===== src/logic/procPkg.sv =====
/* Shared definitions for the 16-bit pipelined core:
   widths, opcodes, instruction field positions and stage payloads */
`default_nettype none

package procPkg;

   localparam int dataW    = 16;
   localparam int regAddrW = 3;
   localparam int memAddrW = 8;

   // Instruction field positions
   localparam int opHi   = 15;
   localparam int opLo   = 11;
   localparam int rsHi   = 10;
   localparam int rsLo   = 8;
   localparam int rtHi   = 7;
   localparam int rtLo   = 5;
   localparam int rdHi   = 4;
   localparam int rdLo   = 2;
   localparam int funcHi = 1;
   localparam int funcLo = 0;

   // Immediate widths, all right aligned in the word
   localparam int imm5W  = 5;
   localparam int imm8W  = 8;
   localparam int imm11W = 11;

   typedef enum logic [4:0] {
      opHalt  = 5'b00000,
      opNop   = 5'b00001,
      opJ     = 5'b00100,
      opAddi  = 5'b01000,
      opBeqz  = 5'b01100,
      opBnez  = 5'b01101,
      opSt    = 5'b10000,
      opLd    = 5'b10001,
      opLbi   = 5'b11000,
      opRtype = 5'b11011
   } opT;

   typedef enum logic [1:0] {fnAdd, fnSub, fnXor, fnAnd} funcT;

   typedef enum logic [2:0] {aluAdd, aluSub, aluXor, aluAnd, aluPassB} aluOpT;

   typedef struct packed {
      logic               valid;
      logic [dataW-1:0]   pc;
      logic [dataW-1:0]   instr;
   } ifIdT;

   typedef struct packed {
      logic                valid;
      logic [dataW-1:0]    pc;
      opT                  op;
      aluOpT               aluOp;
      logic [dataW-1:0]    srcA;
      logic [dataW-1:0]    srcB;
      logic [dataW-1:0]    storeData;
      logic [dataW-1:0]    imm;
      logic [regAddrW-1:0] destReg;
      logic                regWrite;
      logic                memRead;
      logic                memWrite;
      logic                illegal;
   } idExT;

   typedef struct packed {
      logic                valid;
      logic [dataW-1:0]    aluResult;
      logic [dataW-1:0]    storeData;
      logic [regAddrW-1:0] destReg;
      logic                regWrite;
      logic                memRead;
      logic                memWrite;
      logic                stop;
      logic                illegal;
   } exMemT;

   typedef struct packed {
      logic                valid;
      logic [dataW-1:0]    wbData;
      logic [regAddrW-1:0] destReg;
      logic                regWrite;
      logic                stop;
      logic                illegal;
   } memWbT;

endpackage

`default_nettype wire

===== src/logic/fetchStage.sv =====
/* Fetch stage: program counter and 256-word instruction memory
   with a load port used while reset is held */
`timescale 1ns/1ps
`default_nettype none

module fetchStage (
   input  logic                          clk,
   input  logic                          rstN,
   input  logic                          stall,
   input  logic                          redirect,
   input  logic [procPkg::dataW-1:0]     redirectPc,
   input  logic                          stopFetch,
   input  logic                          loadEn,
   input  logic [procPkg::memAddrW-1:0]  loadAddr,
   input  logic [procPkg::dataW-1:0]     loadInstr,
   output procPkg::ifIdT                 ifOut
);

   import procPkg::*;

   logic [dataW-1:0] instrMem [2**memAddrW];
   logic [dataW-1:0] pc;
   logic             stopped;

   always_ff @(posedge clk) begin
      if (loadEn) begin
         instrMem[loadAddr] <= loadInstr;
      end
   end

   // Stop is sticky until reset, and wins over redirect and stall
   always_ff @(posedge clk) begin
      if (!rstN) begin
         pc      <= '0;
         stopped <= 1'b0;
      end else if (stopFetch || stopped) begin
         stopped <= 1'b1;
      end else if (redirect) begin
         pc <= redirectPc;
      end else if (!stall) begin
         pc <= pc + 1'b1;
      end
   end

   assign ifOut.valid = !stopped;
   assign ifOut.pc    = pc;
   assign ifOut.instr = instrMem[pc[memAddrW-1:0]];

   // Program loading is only allowed under reset
   assert property (@(posedge clk) rstN |-> !loadEn);

endmodule

`default_nettype wire


===== config.mk =====
export PLATFORM = sky130hd
export DESIGN_NAME = fetchStage
export DESIGN_NICKNAME = d
export VERILOG_FILES = /design/src/logic/procPkg.sv /design/src/logic/fetchStage.sv
export SDC_FILE = /design/constraint.sdc
export NUM_CORES = 2
export LEC_CHECK = 0
export BUFFER_PORTS_ARGS = -buffer_cell sky130_fd_sc_hd__buf_2
export CAP_MARGIN = 20
export CORE_UTILIZATION = 25
export CTS_CLUSTER_DIAMETER = 100
export CTS_CLUSTER_SIZE = 20
export DETAILED_ROUTE_END_ITERATION = 10
export PLACE_DENSITY_LB_ADDON = 0.1
export SETUP_SLACK_MARGIN = 0.2
export SLEW_MARGIN = 20
export SYNTH_ARGS = -nofsm -noshare
export SYNTH_HDL_FRONTEND = slang
export SYNTH_SLANG_ARGS = --single-unit

===== constraint.sdc =====
create_clock -name clk -period 6.58 [get_ports clk]
set_input_delay 0.329 -clock clk [delete_from_list [all_inputs] [get_ports clk]]
set_output_delay 0.329 -clock clk [all_outputs]
set_load 0.1 [all_outputs]

==> summary.md <==
| Metric | Value |
|---|---|
| Netlist cell types | 72 |
| Largest area contributor in the synthesized netlist | edfxtp_1 |
| Mapped Area | 160000 um^2 |
| Initial antenna violation count | 40 |
| Final Max Tran Viols | 0 |
| Worst slew pin tran | 1.32 ns |
| Number of synthesized flops with an enable pin | slightly above 4000 |
| # fillers | ~62000 |
| Global Route Usage Sum | 16.3% |
| Height of the chip | 802 um |
| Ys flop type | edfxtp_1 |
| Register area share after synthesis | 77.3% |
| Synthesis-stage register bit count | 4121 |
| Routability cong. | 0.801 |
| Top post-synthesis cells by area | edfxtp_1 (77%), mux4_2 (11%), mux2i_1 (3.7%), o221ai_1 (1.2%), nor2_1 (0.77%) |
| Hold path depth | 4 |
| Syn-to-layout area delta | 12.8% |
| Post-Route WL | 540000 um |
| Flip-flop and latch area | 124000 um^2 |
| Tot Pwr | 48.2 mW |
| Leakage power | 52.3 nW |
| DRT iter0 DRCs | 7121 |
| Asr flop ratio synth | 0% |
| Starting density of the core | 25.1% |
| Crit path required time | 6.25 ns |
| Total gr overflow | 0 |
| Yosys warning count | 0 |
| RSZ-0062 raised after global routing | true |
| R2R depth | 9 |
| HP Class | primary input to flip-flop |
| Pin count of the biggest net entering global routing | roughly 170 |
| Multiplexer area fraction after synthesis | 14.9% |
| Final Cycle Share | a little over nine tenths |
| Area occupied by multi-input gates | 34200 um^2 |
| Slew HR | 12.1% |
| Site Rows | 293 |
| Drt pass-1 iters | 5 |
| TritonCTS buffer count | 232 |
| CTS Sinks | 4121 |
| Clock-pin slew of the registers on the worst-case setup and hold paths | 0.09 ns |
| Pwr/cell area | 268 nW/um^2 |
| Dpl hpwl | roughly 340000 um |
| Clock Tree Buf Depth | 4 |
| Final setup violating endpoints | 0 |
| Fmax | roughly 0.16 GHz |
| Post-synthesis net count | 7587 |
| Xor and xnor fraction of the mapped netlist area | 0% |
| Via-to-Cell Ratio | 4.77 |
| Clk Latency, worst-skew pair | 1.02 ns |
| TritonCTS clock tree | done |
| Layout cells sized above 1 | 23.3% |
| Clock Skew | 0.0278 ns |
| CP endpoint kind | primary output |
| Fin nets | 7970 |
| CORE AREA | 637000 um^2 |
| CP Launch Type | flip-flop |
| # port buffers | 78 |
| Post-Synth Simple-Gate Area | 1.93% |
| Post-synth top area share | 76.9% |
| CTS root buffer | clkbuf_16 |
| Number of failing hold endpoints at the final stage | 0 |
| Final ANT Viol Nets | 0 |
| Compound-Gate Fraction of Synth Area | 3.88% |
| Status | complete, no violations |
| Main combinational cell family by area after synthesis | multiplexers |
| # DRC | 0 |
| Crit Path Class | flip-flop to primary output |
| Vias in the first global route | 80300 |
| Global-route wire length before repair | 730000 um |
| Mapped Cells | 7540 |
| Post-Synth Adder-Cell Area | 0.00783% |
| Fin Setup TNS | 0 ns |
| Max Cap Viol | 0 |
| Drt wl/cell | about 33 um |
| Die X | ~800 um |
| Die Area | 643000 um^2 |
| CP arrival | between 5 and 6 ns |
| Worst VDD drop | approximately 0.25 mV |
| Mean Syn Cell Area | about 21 um^2 |
| CP max FO | 31 |
| H-tree Lvls | 4 |
| Num ports | 79 |
| Vias | approximately 78000 |
| Min cycle time layout | 6.26 ns |
[metrics by stage]
stage | utilization, % | hold WS [ns] | setup WS [ns] | instance area (um^2) | std cells
2_1_floorplan | - | 0.428 | 1.47 | 160000 | 7540
3_3_place_gp | 27.1 | 0.488 | 0.0511 | 173000 | 16000
3_5_place_dp | 27.2 | 0.522 | 0.960 | 173000 | 16000
4_1_cts | 28.3 | 0.000584 | 0.0730 | 180000 | 16400
5_1_grt | 28.3 | 0.0263 | 0.151 | 180000 | 16400
6_report | 28.3 | 0.0273 | 0.321 | 180000 | 16400
[critical path: stages (launching register included)]
cell and delay (ns):
dfxtp_4 0.62, or2_4 0.81, buf_4 0.51, o221ai_1 0.26, o221ai_1 0.24, o21ai_0 0.11, a211oi_1 0.97, or3_1 0.72
nor3_1 0.16, buf_4 0.21, buf_12 0.16
[report_power, final]
part	total [mW]	switching (mW)	internal [mW]	leakage (nW)
Combinational	3.98	2.64	1.34	12.2
Sequential	28.9	0.0428	28.9	37.0
Clock	15.3	8.82	6.53	3.07
Total	48.2	11.5	36.7	52.3
[area by class of cell]
type	instances	area share (%)
Clock buffer	258	3.27
Sequential cell	4121	68.5
Antenna cell	30	0.0416
Timing Repair Buffer	610	3.12
Clock inverter	27	0.235
Tap cell	8407	5.83
Multi-Input combinational cell	2948	19.0
Inverter	10	0.0305
[Yosys cell counts (25+ instances only)]
master	count
a211oi_1	25
a21oi_1	180
a221oi_1	31
a22oi_1	74
buf_12	28
buf_2	100
buf_4	37
buf_6	66
buf_8	27
clkbuf_1	180
dfxtp_1	25
edfxtp_1	4096
mux2i_1	585
mux4_2	769
nand2_1	88
nand3_1	36
nor2_1	327
nor3_1	108
o21ai_0	99
o221ai_1	222
o22ai_1	148
[cell families (layout without fill, tap and decap cells)]
kind of cell,after synthesis,after routing
muxes,1385,1385
adders and majority gates,1,1
DFF,4121,4121
AOI/OAI and AO/OA,886,886
other,0,30
buffers and inverters,472,905
and+or+nand+nor,675,676
[what timing repair did]
| item | 4_1_cts | 5_1_grt |
|---|---|---|
| gates resized for setup | 6 | 1 |
| hold buffers | 48 | 0 |
| endpoints found under the hold margin | 1137 | 0 |
| pin swaps | 2 | 0 |
| gates cloned | 1 | 0 |
| setup buffers | 2 | 0 |
| setup endpoints to repair | 6 | 2 |
[sequential cells by signal, summed over array words and instances (netlist names), named ones only]
register / cells
instrMem: 4096
pc: 16
stopped: 1
[layer usage]
layer,share of wire [%],wire (um),vias to the layer above,global-route usage [%]
met5,0.0078,42,-,0
met4,2.1,11200,6,3.23
met3,3.8,20600,419,1.74
met2,49,263000,1605,27.4
met1,45,245000,43900,23.0
li1,-,-,32400,-
[cell usage in the layout, fill, tap and decap left out, types with 25 or more instances in the layout]
cell	netlist	layout
edfxtp_1	4096	4096
o21ai_0	99	91
nor3_1	108	97
buf_4	37	412
nor2_1	327	144
mux2i_1	585	585
a22oi_1	74	74
o22ai_1	148	148
buf_12	28	73
nor2_2	0	115
clkbuf_1	180	26
a21oi_1	180	179
mux4_2	769	769
buf_2	100	54
nand3_1	36	26
nor2_4	0	69
a221oi_1	31	31
o221ai_1	222	222
a211oi_1	25	25
nand2_1	88	85
diode_2	0	30
clkbuf_16	0	232
dlygate4sd3_1	0	48
[final timing paths]
| check | startpoint | endpoint | slack [ns] |
|---|---|---|---|
| max | flip-flop | ifOut[2] | 0.32 |
| min | redirectPc[5] | flip-flop | 0.03 |
| max reg2reg | pc[2]$_SDFFE_PN0P_ | pc[9]$_SDFFE_PN0P_ | 3.38 |
| min reg2reg | pc[14]$_SDFFE_PN0P_ | pc[14]$_SDFFE_PN0P_ | 0.71 |
(Power assumes the default switching activity.)
