`config.mk`:
```
export PLATFORM = sky130hd
export DESIGN_NAME = decodeStage
export DESIGN_NICKNAME = d
export VERILOG_FILES = /design/src/logic/procPkg.sv /design/src/logic/decodeStage.sv /design/src/logic/regFile.sv
export SDC_FILE = /design/constraint.sdc
export NUM_CORES = 1
export LEC_CHECK = 0
export ABC_AREA = 1
export BUFFER_PORTS_ARGS = -buffer_cell sky130_fd_sc_hd__buf_2
export CAP_MARGIN = 20
export CORE_AREA = 2 2 133 135
export CTS_BUF_LIST = sky130_fd_sc_hd__clkbuf_4 sky130_fd_sc_hd__clkbuf_8
export CTS_CLUSTER_DIAMETER = 30
export CTS_CLUSTER_SIZE = 20
export DETAILED_ROUTE_END_ITERATION = 8
export DIE_AREA = 0 0 135 137
export PLACE_DENSITY_LB_ADDON = 0.05
export SYNTH_ARGS = -nofsm -noshare
export SYNTH_HDL_FRONTEND = slang
export SYNTH_SLANG_ARGS = --single-unit
```
`constraint.sdc`:
```
create_clock -name clk -period 2.1 [get_ports clk]
set_input_delay 0.315 -clock clk [delete_from_list [all_inputs] [get_ports clk]]
set_output_delay 0.315 -clock clk [all_outputs]
set_load 0.01 [all_outputs]
```
`src/logic/procPkg.sv`:
```
/* Shared definitions for the 16-bit pipelined core:
   widths, opcodes, instruction field positions and stage payloads */
`default_nettype none

package procPkg;

   localparam int dataW    = 16;
   localparam int regAddrW = 3;
   localparam int memAddrW = 8;

   // Instruction field positions
   localparam int opHi   = 15;
   localparam int opLo   = 11;
   localparam int rsHi   = 10;
   localparam int rsLo   = 8;
   localparam int rtHi   = 7;
   localparam int rtLo   = 5;
   localparam int rdHi   = 4;
   localparam int rdLo   = 2;
   localparam int funcHi = 1;
   localparam int funcLo = 0;

   // Immediate widths, all right aligned in the word
   localparam int imm5W  = 5;
   localparam int imm8W  = 8;
   localparam int imm11W = 11;

   typedef enum logic [4:0] {
      opHalt  = 5'b00000,
      opNop   = 5'b00001,
      opJ     = 5'b00100,
      opAddi  = 5'b01000,
      opBeqz  = 5'b01100,
      opBnez  = 5'b01101,
      opSt    = 5'b10000,
      opLd    = 5'b10001,
      opLbi   = 5'b11000,
      opRtype = 5'b11011
   } opT;

   typedef enum logic [1:0] {fnAdd, fnSub, fnXor, fnAnd} funcT;

   typedef enum logic [2:0] {aluAdd, aluSub, aluXor, aluAnd, aluPassB} aluOpT;

   typedef struct packed {
      logic               valid;
      logic [dataW-1:0]   pc;
      logic [dataW-1:0]   instr;
   } ifIdT;

   typedef struct packed {
      logic                valid;
      logic [dataW-1:0]    pc;
      opT                  op;
      aluOpT               aluOp;
      logic [dataW-1:0]    srcA;
      logic [dataW-1:0]    srcB;
      logic [dataW-1:0]    storeData;
      logic [dataW-1:0]    imm;
      logic [regAddrW-1:0] destReg;
      logic                regWrite;
      logic                memRead;
      logic                memWrite;
      logic                illegal;
   } idExT;

   typedef struct packed {
      logic                valid;
      logic [dataW-1:0]    aluResult;
      logic [dataW-1:0]    storeData;
      logic [regAddrW-1:0] destReg;
      logic                regWrite;
      logic                memRead;
      logic                memWrite;
      logic                stop;
      logic                illegal;
   } exMemT;

   typedef struct packed {
      logic                valid;
      logic [dataW-1:0]    wbData;
      logic [regAddrW-1:0] destReg;
      logic                regWrite;
      logic                stop;
      logic                illegal;
   } memWbT;

endpackage

`default_nettype wire
```
`src/logic/decodeStage.sv`:
```
/* Decode stage: control decode, immediate extension, register read,
   and the sticky halted and err flags fed from write-back */
`timescale 1ns/1ps
`default_nettype none

module decodeStage (
   input  logic           clk,
   input  logic           rstN,
   input  procPkg::ifIdT  ifIn,
   input  procPkg::memWbT wbIn,
   output procPkg::idExT  idOut,
   output logic           halted,
   output logic           err
);

   import procPkg::*;

   opT                  opCode;
   funcT                funct;
   logic [dataW-1:0]    rdDataA;
   logic [dataW-1:0]    rdDataB;
   logic [dataW-1:0]    imm5Ext;
   logic [dataW-1:0]    imm8Ext;
   logic [dataW-1:0]    imm11Ext;

   assign opCode = opT'(ifIn.instr[opHi:opLo]);
   assign funct  = funcT'(ifIn.instr[funcHi:funcLo]);

   assign imm5Ext  = {{(dataW-imm5W){ifIn.instr[imm5W-1]}}, ifIn.instr[imm5W-1:0]};
   assign imm8Ext  = {{(dataW-imm8W){ifIn.instr[imm8W-1]}}, ifIn.instr[imm8W-1:0]};
   assign imm11Ext = {{(dataW-imm11W){ifIn.instr[imm11W-1]}}, ifIn.instr[imm11W-1:0]};

   regFile regs (
      .clk     (clk),
      .rstN    (rstN),
      .rdAddrA (ifIn.instr[rsHi:rsLo]),
      .rdAddrB (ifIn.instr[rtHi:rtLo]),
      .rdDataA (rdDataA),
      .rdDataB (rdDataB),
      .wrEn    (wbIn.valid && wbIn.regWrite),
      .wrAddr  (wbIn.destReg),
      .wrData  (wbIn.wbData)
   );

   always_comb begin
      idOut           = '0;
      idOut.valid     = ifIn.valid;
      idOut.pc        = ifIn.pc;
      idOut.op        = opCode;
      idOut.aluOp     = aluAdd;
      idOut.srcA      = rdDataA;
      idOut.srcB      = rdDataB;
      // Store source sits in the rt slot
      idOut.storeData = rdDataB;
      idOut.imm       = imm5Ext;
      case (opCode)
         opRtype: begin
            idOut.destReg  = ifIn.instr[rdHi:rdLo];
            idOut.regWrite = 1'b1;
            case (funct)
               fnAdd:   idOut.aluOp = aluAdd;
               fnSub:   idOut.aluOp = aluSub;
               fnXor:   idOut.aluOp = aluXor;
               default: idOut.aluOp = aluAnd;
            endcase
         end
         opAddi: begin
            idOut.destReg  = ifIn.instr[rtHi:rtLo];
            idOut.regWrite = 1'b1;
         end
         opLd: begin
            idOut.destReg  = ifIn.instr[rtHi:rtLo];
            idOut.regWrite = 1'b1;
            idOut.memRead  = 1'b1;
         end
         opSt:    idOut.memWrite = 1'b1;
         opLbi: begin
            idOut.imm      = imm8Ext;
            idOut.aluOp    = aluPassB;
            idOut.destReg  = ifIn.instr[rsHi:rsLo];
            idOut.regWrite = 1'b1;
         end
         opBeqz, opBnez: idOut.imm = imm8Ext;
         opJ:     idOut.imm = imm11Ext;
         opHalt, opNop: ;
         default: idOut.illegal = 1'b1;
      endcase
   end

   // Set when the stopped entry leaves MEM/WB, held until reset
   always_ff @(posedge clk) begin
      if (!rstN) begin
         halted <= 1'b0;
         err    <= 1'b0;
      end else if (wbIn.valid && wbIn.stop && !halted) begin
         halted <= 1'b1;
         err    <= wbIn.illegal;
      end
   end

endmodule

`default_nettype wire

```
`src/logic/regFile.sv`:
```
/* Register file: eight 16-bit registers, two read ports,
   one write port with same-cycle bypass to the readers */
`timescale 1ns/1ps
`default_nettype none

module regFile (
   input  logic                          clk,
   input  logic                          rstN,
   input  logic [procPkg::regAddrW-1:0]  rdAddrA,
   input  logic [procPkg::regAddrW-1:0]  rdAddrB,
   output logic [procPkg::dataW-1:0]     rdDataA,
   output logic [procPkg::dataW-1:0]     rdDataB,
   input  logic                          wrEn,
   input  logic [procPkg::regAddrW-1:0]  wrAddr,
   input  logic [procPkg::dataW-1:0]     wrData
);

   import procPkg::*;

   logic [dataW-1:0] regs [2**regAddrW];

   always_ff @(posedge clk) begin
      if (!rstN) begin
         for (int i = 0; i < 2**regAddrW; i++) begin
            regs[i] <= '0;
         end
      end else if (wrEn) begin
         regs[wrAddr] <= wrData;
      end
   end

   // Write-before-read so MEM/WB needs no hazard check
   assign rdDataA = (wrEn && wrAddr == rdAddrA) ? wrData : regs[rdAddrA];
   assign rdDataB = (wrEn && wrAddr == rdAddrB) ? wrData : regs[rdAddrB];

endmodule

`default_nettype wire

```
==> summary.txt <==
Status: finished, final reports clean
Reg2reg start: halted
IO Port Bufs: 121
Synth Instances: 1182
Inserted Diodes: 0
Max Slew Vio Count: 0
Die width: 135 µm
Register bit total from synthesis: 130
Drt drc: 0
Routed WL: 28700 µm
WP data required: 1.78 ns
Synth Area in XOR/XNOR: 0%
GPL Wtd Cong: 0.853
Row count: 48
Internal Dissipation: 0.00460 W
Mux share of post-synthesis cell area: 0%
Avg Synthesized Cell Area: 7.14 µm²
Setup slack, reg-to-reg: 1.40 ns
HP Class: primary input to flop
Share of the synthesized area in the top cell type: 45.5%
CP startpoint kind: flop
Number of synthesis warnings: 0
CP endpoint kind: primary output
Number of fill cells: 1640
Max cap viols: 0
Minimum clock period: 1.86 ns
Reg2Reg Depth: 3
Part of the cycle the worst path needs: 88.8%
Multi-input gate area: 3280 µm²
Most common cell after layout, fill and taps aside: nand2_1
Synth Area in Simple Gates: 38.5%
Worst setup path category: flop to primary output
Setup crit end: idOut[58]
Placeable Area: 17100 µm²
Relative slew slack: 69.4%
Sw Ratio: 29.1%
Die footprint: 18500 µm²
Synth Cell Area: 8440 µm²
Final hold vios: 0
Most used cells in the layout excluding fill and tap cells: nand2_1, nand3_1, inv_1
Reg2reg end: err
Root Buffer: clkbuf_8
Setup Skew: 0.000108 ns
Seq. cell area: 3880 µm²
Combinational Power Share: 19.9%
Resized cells post-CTS: 0
# nets final: 1319
GR Overflow Total: 0
Clock power share: 33.2%
Setup violations, final: 0
Critical Path Source: regs.regs[2][3]
Synth Net Count: 1240
CP Max Fanout: 2
Io pins: 156
CTS hold repair buffers: 0
DP HPWL: 18600 µm
Layout cells sized above 1: 17.1%
Worst-margin pin slew: 0.459 ns
Clk sink count: 130
Crit path DAT: 1.55 ns
WL/cell: 19.2 µm
Largest family of logic cells by synthesized area: simple AND/OR/NAND/NOR gates
Sequential share of power: 46.8%
CTS Buffer Depth: 2
Final instance area: 9470 µm²
Distinct cells, synth: 19
Power per cell area: 684 nW/µm²
Largest net degree at the start of global routing: 38
Synthesized-area fraction occupied by adder cells: 0%
VDD IR max: 0.332 mV
Fin Setup TNS: 0 ns
CTS Buf Count: 17
Area delta synth->final: 12.2%
CTS tree: built
# H-tree levels: 4
Initial antenna violation count: 0
Vias in the first global route: 7552
Clk slew on worst S/H paths: 0.07 ns
Vias: 8188
Sequential area share after synthesis: 46.0%
Initial DRC count: 944
Synth top area cells: edfxtp_1, nand2_1, nand3_1
Area of placed instances: 9090 µm²
Drt pass-1 iters: 6
Clock Latency Late Sink: 0.45 ns
Die Y: 137 µm
Cell taking the most area after synthesis: edfxtp_1
Compound-Gate Fraction of Synth Area: 0.356%
Total GRT Usage: 31.8%
Fmax: 0.536 GHz
Initial core utilization: 49.5%
Antenna Violating Nets Remaining: 0
First-pass GRT wire length: 43200 µm
P_sw: 0.00188 W
RSZ-0062 raised after global routing: false
Post-CTS Setup Inserts: 0
Pleak: 4.80 nW
Number of vias per cell: 5.47
-- layer usage --
metal,routed length (µm),GRT usage [%]
met1,11800,43.7
met2,12500,49.2
met3,3310,6.11
met4,1090,13.9
met5,0,0
-- metrics by stage --
stage	total power [W]	util (%)	instances	hold WS (ns)	setup slack (ns)
final	0.00648	55.5	1497	0.131	0.236
after global routing	0.00673	55.5	1497	0.147	0.104
after CTS	0.00648	55.5	1497	0.121	0.249
after detailed placement	0.00436	53.3	1467	0.478	0.265
after global placement	0.00435	53.3	1467	0.468	0.292
after floorplan	0.00393	-	1182	0.465	0.297
-- worst max-delay path: stages, from the launching register on --
cell	delay (ns)
edfxtp_1	0.38
inv_1	0.08
nand2_1	0.05
nand3_1	0.07
nand3_1	0.10
nand3_1	0.20
nand2_1	0.07
buf_2	0.14
-- cell families (layout without fill, tap and decap cells) --
group,after synthesis,in the layout
simple gates,773,773
flops,130,130
compound gates,6,6
buf+inv,273,363
-- synth_stat cells (all sizes together) --
cell type and count:
nand2 388, nand4 6, buf 92, a21oi 5, nand3 229, nor2 150, o21ai 1, clkbuf 17
edfxtp 128, dfxtp 2, inv 164
-- worst min-delay path by stage --
stage,depth (start not counted),endpoint,start,slack [ns]
after floorplan,2,halted,wbIn[22],0.46
after global placement,2,err,err,0.47
after detailed placement,2,err,err,0.48
after CTS,3,halted,wbIn[1],0.12
after global routing,3,halted,wbIn[1],0.15
final,3,halted,wbIn[1],0.13
-- flip-flops by register name, indices dropped and copies added (netlist names) --
signal     flops
err            1
halted         1
regs.regs    128
-- cell type report --
| class | instances | share of cell area, % |
|---|---|---|
| repair buffers | 169 | 10.9 |
| clock buffers | 21 | 2.79 |
| flip-flops and latches | 130 | 41.0 |
| inverters | 164 | 6.58 |
| well taps | 225 | 2.97 |
| clock inverters | 9 | 1.21 |
| multi-input cells | 779 | 34.6 |
-- power groups by stage --
| stage | sequential (W) | clock, W | combinational, W |
|---|---|---|---|
| after CTS | 0.00303 | 0.00216 | 0.00128 |
| after detailed placement | 0.00309 | 0 | 0.00127 |
| final | 0.00304 | 0.00215 | 0.00129 |
| after global routing | 0.00305 | 0.00227 | 0.00141 |
| after floorplan | 0.00308 | 0 | 0.000852 |
| after global placement | 0.00309 | 0 | 0.00127 |
(Power assumes the default switching activity.)
