`config.mk`:
```
export PLATFORM = sky130hd
export DESIGN_NAME = hazardUnit
export DESIGN_NICKNAME = d
export VERILOG_FILES = /design/src/logic/procPkg.sv /design/src/logic/hazardUnit.sv
export SDC_FILE = /design/constraint.sdc
export NUM_CORES = 1
export LEC_CHECK = 0
export ABC_AREA = 1
export BUFFER_PORTS_ARGS = -buffer_cell sky130_fd_sc_hd__buf_2
export CORE_AREA = 4 4 64 66
export DETAILED_ROUTE_END_ITERATION = 16
export DIE_AREA = 0 0 68 70
export SLEW_MARGIN = 20
export SYNTH_ARGS = -nofsm -noshare
export SYNTH_HDL_FRONTEND = slang
export SYNTH_SLANG_ARGS = --single-unit
```
`constraint.sdc`:
```
create_clock -name vclk -period 1
set_input_delay 0.15 -clock vclk [all_inputs]
set_output_delay 0.15 -clock vclk [all_outputs]
set_load 0.02 [all_outputs]
```
`src/logic/procPkg.sv`:
```
/* Shared definitions for the 16-bit pipelined core:
   widths, opcodes, instruction field positions and stage payloads */
`default_nettype none

package procPkg;

   localparam int dataW    = 16;
   localparam int regAddrW = 3;
   localparam int memAddrW = 8;

   // Instruction field positions
   localparam int opHi   = 15;
   localparam int opLo   = 11;
   localparam int rsHi   = 10;
   localparam int rsLo   = 8;
   localparam int rtHi   = 7;
   localparam int rtLo   = 5;
   localparam int rdHi   = 4;
   localparam int rdLo   = 2;
   localparam int funcHi = 1;
   localparam int funcLo = 0;

   // Immediate widths, all right aligned in the word
   localparam int imm5W  = 5;
   localparam int imm8W  = 8;
   localparam int imm11W = 11;

   typedef enum logic [4:0] {
      opHalt  = 5'b00000,
      opNop   = 5'b00001,
      opJ     = 5'b00100,
      opAddi  = 5'b01000,
      opBeqz  = 5'b01100,
      opBnez  = 5'b01101,
      opSt    = 5'b10000,
      opLd    = 5'b10001,
      opLbi   = 5'b11000,
      opRtype = 5'b11011
   } opT;

   typedef enum logic [1:0] {fnAdd, fnSub, fnXor, fnAnd} funcT;

   typedef enum logic [2:0] {aluAdd, aluSub, aluXor, aluAnd, aluPassB} aluOpT;

   typedef struct packed {
      logic               valid;
      logic [dataW-1:0]   pc;
      logic [dataW-1:0]   instr;
   } ifIdT;

   typedef struct packed {
      logic                valid;
      logic [dataW-1:0]    pc;
      opT                  op;
      aluOpT               aluOp;
      logic [dataW-1:0]    srcA;
      logic [dataW-1:0]    srcB;
      logic [dataW-1:0]    storeData;
      logic [dataW-1:0]    imm;
      logic [regAddrW-1:0] destReg;
      logic                regWrite;
      logic                memRead;
      logic                memWrite;
      logic                illegal;
   } idExT;

   typedef struct packed {
      logic                valid;
      logic [dataW-1:0]    aluResult;
      logic [dataW-1:0]    storeData;
      logic [regAddrW-1:0] destReg;
      logic                regWrite;
      logic                memRead;
      logic                memWrite;
      logic                stop;
      logic                illegal;
   } exMemT;

   typedef struct packed {
      logic                valid;
      logic [dataW-1:0]    wbData;
      logic [regAddrW-1:0] destReg;
      logic                regWrite;
      logic                stop;
      logic                illegal;
   } memWbT;

endpackage

`default_nettype wire
```
`src/logic/hazardUnit.sv`:
```
/* Read-after-write hazard detection for the decode stage */
`timescale 1ns/1ps
`default_nettype none

module hazardUnit (
   input  procPkg::ifIdT  ifId,
   input  procPkg::idExT  idEx,
   input  procPkg::exMemT exMem,
   output logic           stall
);

   import procPkg::*;

   opT                  opCode;
   logic [regAddrW-1:0] rs;
   logic [regAddrW-1:0] rt;
   logic                readsRs;
   logic                readsRt;
   logic                hitEx;
   logic                hitMem;

   assign opCode = opT'(ifId.instr[opHi:opLo]);
   assign rs     = ifId.instr[rsHi:rsLo];
   assign rt     = ifId.instr[rtHi:rtLo];

   // Only sources the instruction really uses; LBI names rs as its target
   assign readsRs = opCode inside {opRtype, opAddi, opBeqz, opBnez, opSt, opLd};
   assign readsRt = opCode inside {opRtype, opSt};

   assign hitEx = idEx.valid && idEx.regWrite &&
                  ((readsRs && idEx.destReg == rs) || (readsRt && idEx.destReg == rt));
   assign hitMem = exMem.valid && exMem.regWrite &&
                   ((readsRs && exMem.destReg == rs) || (readsRt && exMem.destReg == rt));

   assign stall = ifId.valid && (hitEx || hitMem);

endmodule

`default_nettype wire

```
==> results of run 1 <==
[how the worst min path moves through the flow]
stage	startpoint	endpoint	depth (start not counted)
3_3_place_gp	ifId[32]	stall	4
3_5_place_dp	ifId[32]	stall	4
6_report	ifId[32]	stall	4
2_1_floorplan	ifId[32]	stall	2
5_1_grt	ifId[32]	stall	4
4_1_cts	ifId[32]	stall	4
[logic make-up after synthesis]
kind of cell | Yosys count | share of synthesized area (%)
buffers and inverters | 18 | 21.43
and+or+nand+nor | 59 | 72.62
AOI/OAI and AO/OA | 3 | 5.950
[layout make-up]
type | instances | area, µm² | share of cell area [%]
Multi-Input combinational cell | 62 | 276.5 | 44.20
Tap cell | 48 | 60.06 | 9.600
Timing Repair Buffer | 23 | 219.0 | 35.00
Inverter | 18 | 70.07 | 11.20
[cell usage after synthesis, drive strengths merged]
cell type and n:
nor3 1, nor2 10, a21oi 2, inv 18
nand3 1, nand4 2, nand2 45, o21ai 1
[per-stage QoR]
| step | cells | power, µW | TNS (ns) | worst slack [ns] | hold WS, ns |
|---|---|---|---|---|---|
| after floorplan | 80 | 73.75 | 0 | 0.07505 | 0.4010 |
| after global placement | 151 | 141.0 | -0.1360 | -0.1360 | 0.6249 |
| after detailed placement | 151 | 141.8 | -0.1335 | -0.1335 | 0.6236 |
| after CTS | 151 | 163.5 | -0.09506 | -0.09506 | 0.6244 |
| after global routing | 151 | 228.8 | -0.1751 | -0.1751 | 0.6301 |
| final | 151 | 202.4 | -0.08139 | -0.08139 | 0.6207 |
[where the power goes]
part | switching, µW | leakage [µW] | total, µW | internal, µW
registers | 0 | 0 | 0 | 0
clock network | 0 | 0 | 0 | 0
logic | 92.3 | 0.000365 | 202 | 110
[metal layers]
layer	vias up	track usage (%)	wire, µm
met5	-	0	0
met4	0	0	0
li1	279	-	-
met2	11	7.281	471
met1	193	6.107	502
met3	0	0.4823	58
[repair_timing]
item | in CTS | in global routing
resized for setup | 16 | 29
pin swaps | 13 | 16
setup endpoints to repair | 1 | 1
buffers inserted | 0 | 0
[worst min-delay path: cells and delay by family]
family                 cells  cell delay, ns
buffers and inverters      3            0.29
AO/OA/AOI/OAI              1            0.03
==> flow_summary.ini, run 1 <==
[worst_setup_path]
startpoint_type = primary input
critPathMaxFanout = 3
slowest_delay_ns = 0.19
path_depth = 7
path_common_cell = nand2_1
crit_arrival_ns = 0.93
crit_chain = buf_2, nor3_1, nand2_1, nand3_1, nand2_1, a21oi_2, buf_4
endpoint = stall
critPathSlowestCell = nor3_1
crit_start = ifId[12]
worstPathRequired_ns = 0.85
path_buf_inv = 2
critPathTopFamily = simple AND/OR/NAND/NOR gates
cp-end-kind = output port
crit_type = in2out

[global_routing]
grt_max_degree = 5
overflow = 0
antenna_found_initial = 0
grt_usage_pct = 4.303
grt_pass1_vias = 416
grt_pass1_wl_um = 1697

[synthesis]
synthCells = 80
synth_warnings = 0
synth_top_cells_by_area = nand2_1 (54%), inv_1 (21%), nor2_1 (12%)
ys_types = 9
synth_top_cell_by_area = nand2_1
synth_top_cell_area_share_pct = 53.57
avgSynthCellArea_um2 = 3.941
synth_nets = 250
seq_area_frac_synth_pct = 0
synth_area_um2 = 315.3

[final_layout]
layout_commonest_cell = nand2_1
syn_to_final_growth_pct = 98.41
n_clock_buffer = 0
layout-drive-gt1-share_pct = 45.63
diodes = 0
design.seq.count = 0
utilization_pct = 17.48
stdcell_area_um2 = 625.6
final-seq-area_um2 = 0
nNetsFinal = 275
n_fill_cell = 441
layout.cells.most_common_list = nand2_1 (38), buf_6 (13), inv_2 (11)

[timing]
fmax_ghz = 0.9247
setup_violations = 1
worst_slack_ns = -0.08139
drv_slew = 0
min_period_ns = 1.081
rsz0062_at_grt = yes
max_slew_margin_pct = 88.83
period_share_pct = 108.1
worst_pin_slew_ns = 0.1662
hold_violations = 0

[status]
violations = negative setup slack
status = finished with violations

[placed_design]
dp_hpwl_um = 922.5
place_area_um2 = 490.5
gp_congestion = 0.7942
portBuffers = 23

[cts]
cts_hold_buf = 0

[detailed_routing]
via_per_inst = 3.199
vias = 483
routed_wl_um = 1032
first_iter_violations = 7
drtAntennaViolNets = 0
drc = 0
drtPass1Iterations = 3
wl_per_cell_um = 6.834

[die]
ioPinCount = 171
rows = 22
die_w_um = 68
start_util_pct = 8.811
dieArea_mm2 = 0.004760
die_h_um = 70
core_area_mm2 = 0.003578

[worst_hold_path]
hp-class = in2out

[power]
cellPowerDensity_mw_per_mm2 = 323.6
p_leak_uw = 0.0003649
ir_drop_v = 0.0001360

[job]
maxCapViolations = 0
(Power assumes the default switching activity.)
==> run 2, diff against run 1 <==
- CORE_AREA: 4 4 64 66 -> 2 2 65 67
- DIE_AREA: 0 0 68 70 -> 0 0 67 69
==> run 2 against run 1 <==
Compared with the run above:
- the flow still finishes with violations (negative setup slack)
- critical path type unchanged
- combinational power is 2% higher
- die area fell by 2.9%
- count of clock-buffer cells in the layout unchanged
- cell count increased by 1.3%
- via count grew 3.3%
- worst setup slack got worse by 0.0032 ns
- hold slack better by 0.0058 ns
- non-clock buffer count did not move
- largest cell class unchanged
- critical path depth grew 3
- global-route usage rose by 0.57 points
- first-iteration DRC count up 43%
==> flow_summary.ini, run 2 (synthesis gave the netlist of run 1 again) <==
[status]
status = finished with violations
violations = negative setup slack

[timing]
worst_slack_ns = -0.08461
rsz0062_at_grt = yes
worst_pin_slew_ns = 0.1550
setup_violations = 1
drv_slew = 0
fmax_ghz = 0.9220
max_slew_margin_pct = 89.59
period_share_pct = 108.5
setup_tns_ns = -0.08461
hold_violations = 0
min_period_ns = 1.085

[global_routing]
antenna_found_initial = 0
grt_pass1_vias = 462
grt_max_degree = 5
overflow = 0
grt_usage_pct = 4.871
grt_pass1_wl_um = 1869

[detailed_routing]
vias = 499
drtAntennaViolNets = 0
wl_per_cell_um = 7.020
drtPass1Iterations = 4
first_iter_violations = 10
drc = 0
routed_wl_um = 1074
via_per_inst = 3.261

[placed_design]
gp_congestion = 0.6967
portBuffers = 23
dp_hpwl_um = 919.7
dp_cells = 153

[final_layout]
n_clock_buffer = 0
n_fill_cell = 494
diodes = 0
layout_commonest_cell = nand2_1
final_cells = 153
layout.cells.most_common_list = nand2_1 (34), nand2_2 (11), buf_6 (11)
syn_to_final_growth_pct = 100.0
nNetsFinal = 275
final-seq-area_um2 = 0
layout-drive-gt1-share_pct = 50.49
design.seq.count = 0

[worst_setup_path]
crit_type = in2out
cp-end-kind = output port
crit_arrival_ns = 0.93
worstPathRequired_ns = 0.85
critPathMaxFanout = 2
startpoint_type = primary input

[die]
rows = 23
dieArea_mm2 = 0.004623
ioPinCount = 171
die_h_um = 69
core_area_mm2 = 0.003914
start_util_pct = 8.056
die_w_um = 67

[cts]
cts_setup_buffers = 0
cts_hold_buf = 0

[power]
ir_drop_v = 0.0001251
cellPowerDensity_mw_per_mm2 = 328.3
p_leak_uw = 0.0003598

[job]
maxCapViolations = 0

[worst_hold_path]
hp-class = in2out
run 2: changes by cell type in the layout (fill, tap and decap cells not counted), moves of 2 or more:
| cell | previous run | this run |
|---|---|---|
| nand2_2 | 7 | 11 |
| buf_6 | 13 | 11 |
| inv_4 | 1 | 3 |
| buf_2 | 7 | 9 |
| nand2_1 | 38 | 34 |
run 2: what timing repair did:
item,in CTS,in global routing
pin swaps,14,16
resized for setup,27,21
endpoints found under the setup margin,1,1
run 2: final timing paths:
kind              startpoint    end  slack, ns  depth (start not counted)
hold / removal      ifId[32]  stall       0.63                          4
setup / recovery    exMem[4]  stall      -0.08                         10
run 2: final cells by class:
type               instances  area (µm²)  area share, %
multi-input cells         62       286.5          45.44
repair buffers            23       206.4          32.74
inverters                 18       75.07          11.90
well taps                 50       62.56          9.921
run 2: through the flow:
stage          utilization, %  cell area, µm²  setup WS, ns  power, µW  hold WS, ns
2_1_floorplan               -           315.3       0.07505      73.75       0.4010
3_3_place_gp            12.60           493.0       -0.1252      139.0       0.6327
3_5_place_dp            12.60           493.0       -0.1340      141.6       0.6317
4_1_cts                 14.64           573.1      -0.08988      179.1       0.6324
5_1_grt                 16.11           630.6       -0.1755      234.5       0.6575
6_report                16.11           630.6      -0.08461      207.0       0.6264
run 2: worst max-delay path, cell delays in order:
cell and delay, ns:
buf_2 0.08, nand2_2 0.07, inv_2 0.05, nand2_2 0.05, nor2_2 0.09, nand2_1 0.05
nand2_1 0.06, nand2_1 0.06, a21oi_2 0.13, buf_4 0.15
run 2: power breakdown:
group          total, µW  internal [µW]  switching, µW
registers              0              0              0
logic                207            109           97.9
clock network          0              0              0
total                207            109           97.9
run 2: per-layer routing:
metal | up-vias | part of all wire, % | global-route usage (%)
li1 | 280 | - | -
met4 | 0 | 0 | 0
met5 | - | 0 | 0
met3 | 0 | 4.2 | 0.1631
met2 | 14 | 48 | 8.691
met1 | 205 | 48 | 6.791
