### config.mk
export PLATFORM = sky130hd
export DESIGN_NAME = pipeReg
export DESIGN_NICKNAME = d
export VERILOG_FILES = /design/src/logic/procPkg.sv /design/src/logic/pipeReg.sv
export SDC_FILE = /design/constraint.sdc
export NUM_CORES = 1
export LEC_CHECK = 0
export BUFFER_PORTS_ARGS = -buffer_cell sky130_fd_sc_hd__buf_2
export CORE_ASPECT_RATIO = 0.6
export CORE_MARGIN = 2
export CORE_UTILIZATION = 45
export DETAILED_ROUTE_END_ITERATION = 8
export GPL_ROUTABILITY_DRIVEN = 0
export PLACE_DENSITY = 0.9
export SETUP_SLACK_MARGIN = 0.1
export SYNTH_ARGS = -nofsm -noshare
export SYNTH_HDL_FRONTEND = slang
export SYNTH_SLANG_ARGS = --single-unit
### constraint.sdc
create_clock -name clk -period 2.45 [get_ports clk]
set_clock_uncertainty 0.15 [all_clocks]
set_input_delay 0.3675 -clock clk [delete_from_list [all_inputs] [get_ports clk]]
set_output_delay 0.3675 -clock clk [all_outputs]
set_load 0.01 [all_outputs]
### src/logic/procPkg.sv
/* Shared definitions for the 16-bit pipelined core:
   widths, opcodes, instruction field positions and stage payloads */
`default_nettype none

package procPkg;

   localparam int dataW    = 16;
   localparam int regAddrW = 3;
   localparam int memAddrW = 8;

   // Instruction field positions
   localparam int opHi   = 15;
   localparam int opLo   = 11;
   localparam int rsHi   = 10;
   localparam int rsLo   = 8;
   localparam int rtHi   = 7;
   localparam int rtLo   = 5;
   localparam int rdHi   = 4;
   localparam int rdLo   = 2;
   localparam int funcHi = 1;
   localparam int funcLo = 0;

   // Immediate widths, all right aligned in the word
   localparam int imm5W  = 5;
   localparam int imm8W  = 8;
   localparam int imm11W = 11;

   typedef enum logic [4:0] {
      opHalt  = 5'b00000,
      opNop   = 5'b00001,
      opJ     = 5'b00100,
      opAddi  = 5'b01000,
      opBeqz  = 5'b01100,
      opBnez  = 5'b01101,
      opSt    = 5'b10000,
      opLd    = 5'b10001,
      opLbi   = 5'b11000,
      opRtype = 5'b11011
   } opT;

   typedef enum logic [1:0] {fnAdd, fnSub, fnXor, fnAnd} funcT;

   typedef enum logic [2:0] {aluAdd, aluSub, aluXor, aluAnd, aluPassB} aluOpT;

   typedef struct packed {
      logic               valid;
      logic [dataW-1:0]   pc;
      logic [dataW-1:0]   instr;
   } ifIdT;

   typedef struct packed {
      logic                valid;
      logic [dataW-1:0]    pc;
      opT                  op;
      aluOpT               aluOp;
      logic [dataW-1:0]    srcA;
      logic [dataW-1:0]    srcB;
      logic [dataW-1:0]    storeData;
      logic [dataW-1:0]    imm;
      logic [regAddrW-1:0] destReg;
      logic                regWrite;
      logic                memRead;
      logic                memWrite;
      logic                illegal;
   } idExT;

   typedef struct packed {
      logic                valid;
      logic [dataW-1:0]    aluResult;
      logic [dataW-1:0]    storeData;
      logic [regAddrW-1:0] destReg;
      logic                regWrite;
      logic                memRead;
      logic                memWrite;
      logic                stop;
      logic                illegal;
   } exMemT;

   typedef struct packed {
      logic                valid;
      logic [dataW-1:0]    wbData;
      logic [regAddrW-1:0] destReg;
      logic                regWrite;
      logic                stop;
      logic                illegal;
   } memWbT;

endpackage

`default_nettype wire
### src/logic/pipeReg.sv
/* Stage latch for any payload type
   Holds on stall, clears to a bubble on reset or flush */
`timescale 1ns/1ps
`default_nettype none

module pipeReg #(
   parameter type payloadT = procPkg::ifIdT
) (
   input  logic    clk,
   input  logic    rstN,
   input  logic    stall,
   input  logic    flush,
   input  payloadT d,
   output payloadT q
);

   // All zeros means valid is low, so a cleared latch is a bubble
   always_ff @(posedge clk) begin
      if (!rstN || flush) begin
         q <= '0;
      end else if (!stall) begin
         q <= d;
      end
   end

   // A newly loaded valid entry must come from a valid input
   assert property (@(posedge clk) disable iff (!rstN)
      (q.valid && !$past(stall)) |-> $past(d.valid));

endmodule

`default_nettype wire

==> results.ini, run 1 <==
[outcome]
status=finished clean

[detailed_routing]
routed_wl_mm=2.55
vias_per_cell=4.55
postRouteAntennaNets=0
drt_pre_antenna_iters=4
drtIter0Drc=26
wire_per_inst_um=12.1
dr_total_vias=961
drc_errors=0

[timing]
maxSlewViolCount=0
setup_violations=0
rsz0062_at_grt=false
worst_slack_ns=1.17
hold_viol=0
fin_tns_setup_ns=0
worst_pin_slew_ns=0.472
slew_headroom_pct=68.5
post-route-min-period_ns=1.28
period_share_pct=52.1
hold_ws_ns=0.165
max_freq_mhz=783

[cells_and_area]
regMostFlops=q
fill_cells=203
largestRegisters=q (33)
largest_reg_flops=33
layout.nets=215
diodes=0
layout-drive-gt1-share_pct=44.1
fin_util_pct=64.4
area_growth_pct=34.9
fin_area_mm2=0.00164

[cts]
clk_path_buf_depth=2
clock_sinks=33
clock_latency_ns=0.28
postCtsResizedCells=0
postCtsSetupRepairBufs=0
htree_levels=2
root_buffer=clkbuf_8
cts_tree=done
cts_buffers=5
hold_buffers=0
clk_pin_slew_worst_paths_ns=0.06

[critical_path]
startpoint=q[23]
path_cells=buf_2
crit_family=flip-flops
path_depth=1
r2r_slack_ns=1.63
cp_data_arrival_time_ns=0.76
crit_fanout=2
cp_num_buf_inv=1
r2r_cells=2
startpoint_type=flop
worstPathRequired_ns=1.93
end_kind=output port
critPathMaxStageDelay_ns=0.34
setup.worst_path.class=flop to output port
reg2reg_to=q[17]
cp_slowest_cell=dfxtp_1
timing.critical_path.to=q[23]
r2r-start=q[17]

[run]
drv_cap=0

[floorplanning]
initial_utilization_pct=47.7
die_area_mm2=0.00314
dieHeight_um=44.2
io_pins=70
die_x_um=71.0
num_rows=14
core-area_mm2=0.00254

[synthesis]
synth_seq_area_share_pct=54.5
syn_area_per_cell_um2=11.2
synth_seq_cells=33
synthCells=108
synth_fp_nets=145
synth_area_mm2=0.00121
yosys.cell_types.count=8
yosysWarnings=0

[worst_hold_path]
hp-class=input port to flop

[pwr]
combPwrFrac_pct=10.7
peakVddDrop_uv=452
leakagePower_nw=0.895
p_sw_mw=0.253
seq_power_share_pct=50.1
intPower_mw=0.871
clock_power_share_pct=39.2
power_switching_share_pct=22.5
power_density_mw_per_mm2=687

[global_route]
gr-total-overflow=0
grt_max_degree=34
grt_pass1_wl_mm=3.89
grt_use_total_pct=16.5
grt_pass1_vias=897
grt_antenna_before_repair=0

[placement]
dpl_cell_area_mm2=0.00153
dpl_worst_slack_ns=0.880
port_buffers=69
dp_hpwl_mm=1.92

worst min path at each step:
stage,end,startpoint,cells after the start
final,q[21],d[21],3
after CTS,q[21],d[21],3
after global placement,q[13],q[13],2
after detailed placement,q[31],q[31],2
after floorplan,q[0],d[0],2
after global routing,q[28],d[28],3
layer usage:
| layer | vias to the layer above | share of wire (%) | wire length [µm] | global-route usage (%) |
|---|---|---|---|---|
| met2 | 33 | 49 | 1240 | 28.8 |
| met5 | - | 0 | 0 | 0 |
| met3 | 7 | 7.1 | 181 | 6.15 |
| met4 | 0 | 1.7 | 43 | 7.92 |
| met1 | 432 | 43 | 1090 | 18.4 |
| li1 | 489 | - | - | - |
power groups by stage:
stage | combinational [mW] | clock [mW] | sequential, mW
2_1_floorplan | 0.0686 | 0 | 0.583
3_3_place_gp | 0.117 | 0 | 0.574
3_5_place_dp | 0.121 | 0 | 0.575
4_1_cts | 0.122 | 0.449 | 0.563
5_1_grt | 0.131 | 0.475 | 0.565
6_report | 0.120 | 0.441 | 0.563
through the flow:
| stage | power [mW] | cells |
|---|---|---|
| floorplan | 0.652 | 108 |
| global placement | 0.691 | 203 |
| detailed placement | 0.696 | 203 |
| CTS | 1.13 | 211 |
| global route | 1.17 | 211 |
| finish | 1.12 | 211 |
logic make-up after synthesis:
group / count (synthesis) / share of synthesized area [%]
and+or+nand+nor: 34 / 10.7
DFF: 33 / 54.5
muxes: 33 / 27.2
buffers and inverters: 8 / 7.53
cell usage after synthesis:
master,number,area share (%)
buf_12,3,5.0
buf_2,3,1.2
dfxtp_1,33,54
buf_6,1,0.93
nand2b_1,1,0.52
nor2_1,33,10
clkbuf_2,1,0.41
mux2i_1,33,27
placed cells by master, fill, tap and decap left out:
cell,n
buf_12,1
buf_2,69
buf_4,1
clkbuf_8,7
clkinv_2,1
dfxtp_1,33
mux2i_1,33
nand2b_1,1
nor2_1,33
cell type report:
class	count	area (µm²)	share of cell area [%]
Timing Repair Buffer	71	373	22.8
Tap cell	32	40.0	2.45
Clock buffer	7	96.3	5.89
Clock inverter	1	5.00	0.306
Sequential cell	33	661	40.4
Multi-Input combinational cell	67	460	28.2
(Power assumes the default switching activity.)
==> run 2, diff against run 1 <==
Settings changed: ABC_AREA set to 1, CORE_UTILIZATION 45 to 44, PLACE_DENSITY 0.9 to 0.86.
Clock period 2.45 ns to 1.21 ns, I/O delays scaled along.
==> results.ini, run 2 <==
[cts]
clock_sinks=33  ; unchanged
root_buffer=clkbuf_8
cts_tree=done
clk_pin_slew_worst_paths_ns=0.07  ; about the same
clock_latency_ns=0.27  ; about the same
htree_levels=2  ; unchanged
clk_path_buf_depth=2  ; unchanged
cts_buffers=5  ; unchanged
postCtsSetupRepairBufs=0  ; unchanged

[critical_path]
crit_fanout=2  ; unchanged
startpoint_type=flop
path_depth=1  ; unchanged
end_kind=output port
path_cells=buf_2
cp_data_arrival_time_ns=0.75  ; about the same
cp_slowest_cell=dfxtp_1
crit_family=flip-flops
cp_num_buf_inv=1  ; unchanged
r2r_cells=2  ; unchanged
worstPathRequired_ns=0.88  ; -1.05 ns
critPathMaxStageDelay_ns=0.34  ; about the same
setup.worst_path.class=flop to output port

[pwr]
power_density_mw_per_mm2=1250  ; +82%
combPwrFrac_pct=12.7  ; +2.0 points
power_switching_share_pct=21.7  ; -0.88 points
total_power_mw=2.49  ; +120%
p_sw_mw=0.539  ; +110%
intPower_mw=1.95  ; +120%
clock_power_share_pct=41.6  ; +2.4 points
leakagePower_nw=0.903  ; +0.86%
seq_power_share_pct=45.8  ; -4.3 points
peakVddDrop_uv=1010  ; +120%

[floorplanning]
die_x_um=75.2  ; +5.9%
num_rows=15  ; +1
die_area_mm2=0.00351  ; +12%
dieHeight_um=46.7  ; +5.7%
initial_utilization_pct=46.3  ; -1.5 points
io_pins=70  ; unchanged
core-area_mm2=0.00289  ; +14%

[timing]
rsz0062_at_grt=false
period_share_pct=89.1
setup_violations=0  ; unchanged
slew_headroom_pct=83.8  ; +15 points
worst_pin_slew_ns=0.243  ; -0.229 ns
maxSlewViolCount=0  ; unchanged
hold_viol=0  ; unchanged
post-route-min-period_ns=1.08
max_freq_mhz=927
fin_tns_setup_ns=0  ; unchanged

[synthesis]
synth_most_common_cell=nand2_1
yosysTopAreaCell=dfxtp_1
yosys.cell_types.count=12  ; +4
async_reset_ff_share_pct=0  ; unchanged
yosysWarnings=0  ; unchanged
synth_area_mm2=0.00134  ; +10%
syn_area_per_cell_um2=9.22  ; -18%
synthCells=145  ; +34%
synth_seq_area_share_pct=49.4  ; -5.1 points
synth_top_area_share_pct=49.4  ; -5.1 points
synth_fp_nets=182  ; +26%
synth-edff-count=0  ; unchanged
synth_area_leaders=dfxtp_1, nand2_1, a21oi_2
synthTopCellsByCount=nand2_1, dfxtp_1, a21oi_2, nand2_2, a21oi_1
synth_ff_type=dfxtp_1
synth_seq_cells=33  ; unchanged

[detailed_routing]
dr_total_vias=1222  ; +27%
drt_pre_antenna_iters=4  ; unchanged
drtIter0Drc=37  ; +42%
routed_wl_mm=3.15  ; +24%
postRouteAntennaNets=0  ; unchanged
wire_per_inst_um=11.3  ; -6.2%
vias_per_cell=4.40  ; -3.5%
drc_errors=0  ; unchanged

[cells_and_area]
largest_reg_flops=33  ; unchanged
instances_no_fill=278  ; +32%
layout.nets=272  ; +27%
regMostFlops=q
diodes=0  ; unchanged
area_growth_pct=48.7
layout_common_cells=buf_2, nand2_1, dfxtp_1
layout-drive-gt1-share_pct=55.1  ; +11 points
final_common_cell=buf_2
largestRegisters=q (33)

[global_route]
gr-total-overflow=0  ; unchanged
grt_pass1_wl_mm=4.56  ; +17%
grt_antenna_before_repair=0  ; unchanged
grt_pass1_vias=1065  ; +19%
grt_use_total_pct=18.2  ; +1.6 points
grt_max_degree=34  ; unchanged

[outcome]
status=finished clean

[worst_hold_path]
hp-class=input port to flop
whs_path_depth=3  ; unchanged

[placement]
dp_hpwl_mm=2.02  ; +4.9%
port_buffers=69  ; unchanged
dpl.cell_count=249  ; +23%

[run]
drv_cap=0  ; unchanged

## run 2: metal layers
metal / track usage [%] / share of wire (%)
met1: 21.8 / 45
met2: 30.5 / 49
met3: 5.69 / 4.9
met4: 8.42 / 0.57
met5: 0 / 0
## run 2: power groups by stage
stage	registers [mW]	clock network (mW)	logic, mW
after floorplan	1.18	0	0.157
after global placement	1.16	0	0.261
after detailed placement	1.16	0	0.265
after CTS	1.14	1.06	0.312
after global routing	1.14	1.11	0.346
final	1.14	1.03	0.316
## run 2: area by class of cell
| cell class | count | area [µm²] |
|---|---|---|
| Timing Repair Buffer | 93 | 591 |
| Clock inverter | 1 | 30.0 |
| Fill cell | 251 | 901 |
| Clock buffer | 7 | 86.3 |
| Inverter | 2 | 15.0 |
| Sequential cell | 33 | 673 |
| Tap cell | 42 | 52.6 |
| Multi-Input combinational cell | 100 | 542 |
## run 2: worst reg2reg max path: stages (launching register included)
cell     delay (ns)
dfxtp_1        0.34
nand2_1        0.06
a21oi_1        0.15
## run 2: path summary, 6_finish.rpt
kind | from | end | slack (ns)
max | q[22] | q[22] | 0.13
min | d[8] | q[8] | 0.006
max reg2reg | q[4] | q[4] | 0.45
min reg2reg | q[28] | q[28] | 0.31
## run 2: cell families (layout without fill, tap and decap cells)
| kind of cell | Yosys count | in the layout | synth area share, % |
|---|---|---|---|
| AOI/OAI and AO/OA | 33 | 33 | 18.0 |
| DFF | 33 | 33 | 49.4 |
| and+or+nand+nor | 67 | 67 | 22.5 |
| buffers and inverters | 12 | 103 | 10.1 |
## run 2: what timing repair did
action | CTS | global route
hold buffers | 19 | 2
gates resized for setup | 0 | 10
setup endpoints to repair | 0 | 10
hold endpoints to repair | 19 | 2
## run 2: per-stage QoR
stage | util [%] | cell area (µm²) | hold WS [ns] | setup slack (ns)
after floorplan | - | 1340 | 0.168 | 0.360
after global placement | 57.1 | 1650 | 0.283 | 0.197
after detailed placement | 57.1 | 1650 | 0.289 | 0.147
after CTS | 67.7 | 1960 | 0.000536 | 0.116
after global routing | 68.8 | 1990 | 0.00321 | 0.101
final | 68.8 | 1990 | 0.00645 | 0.132
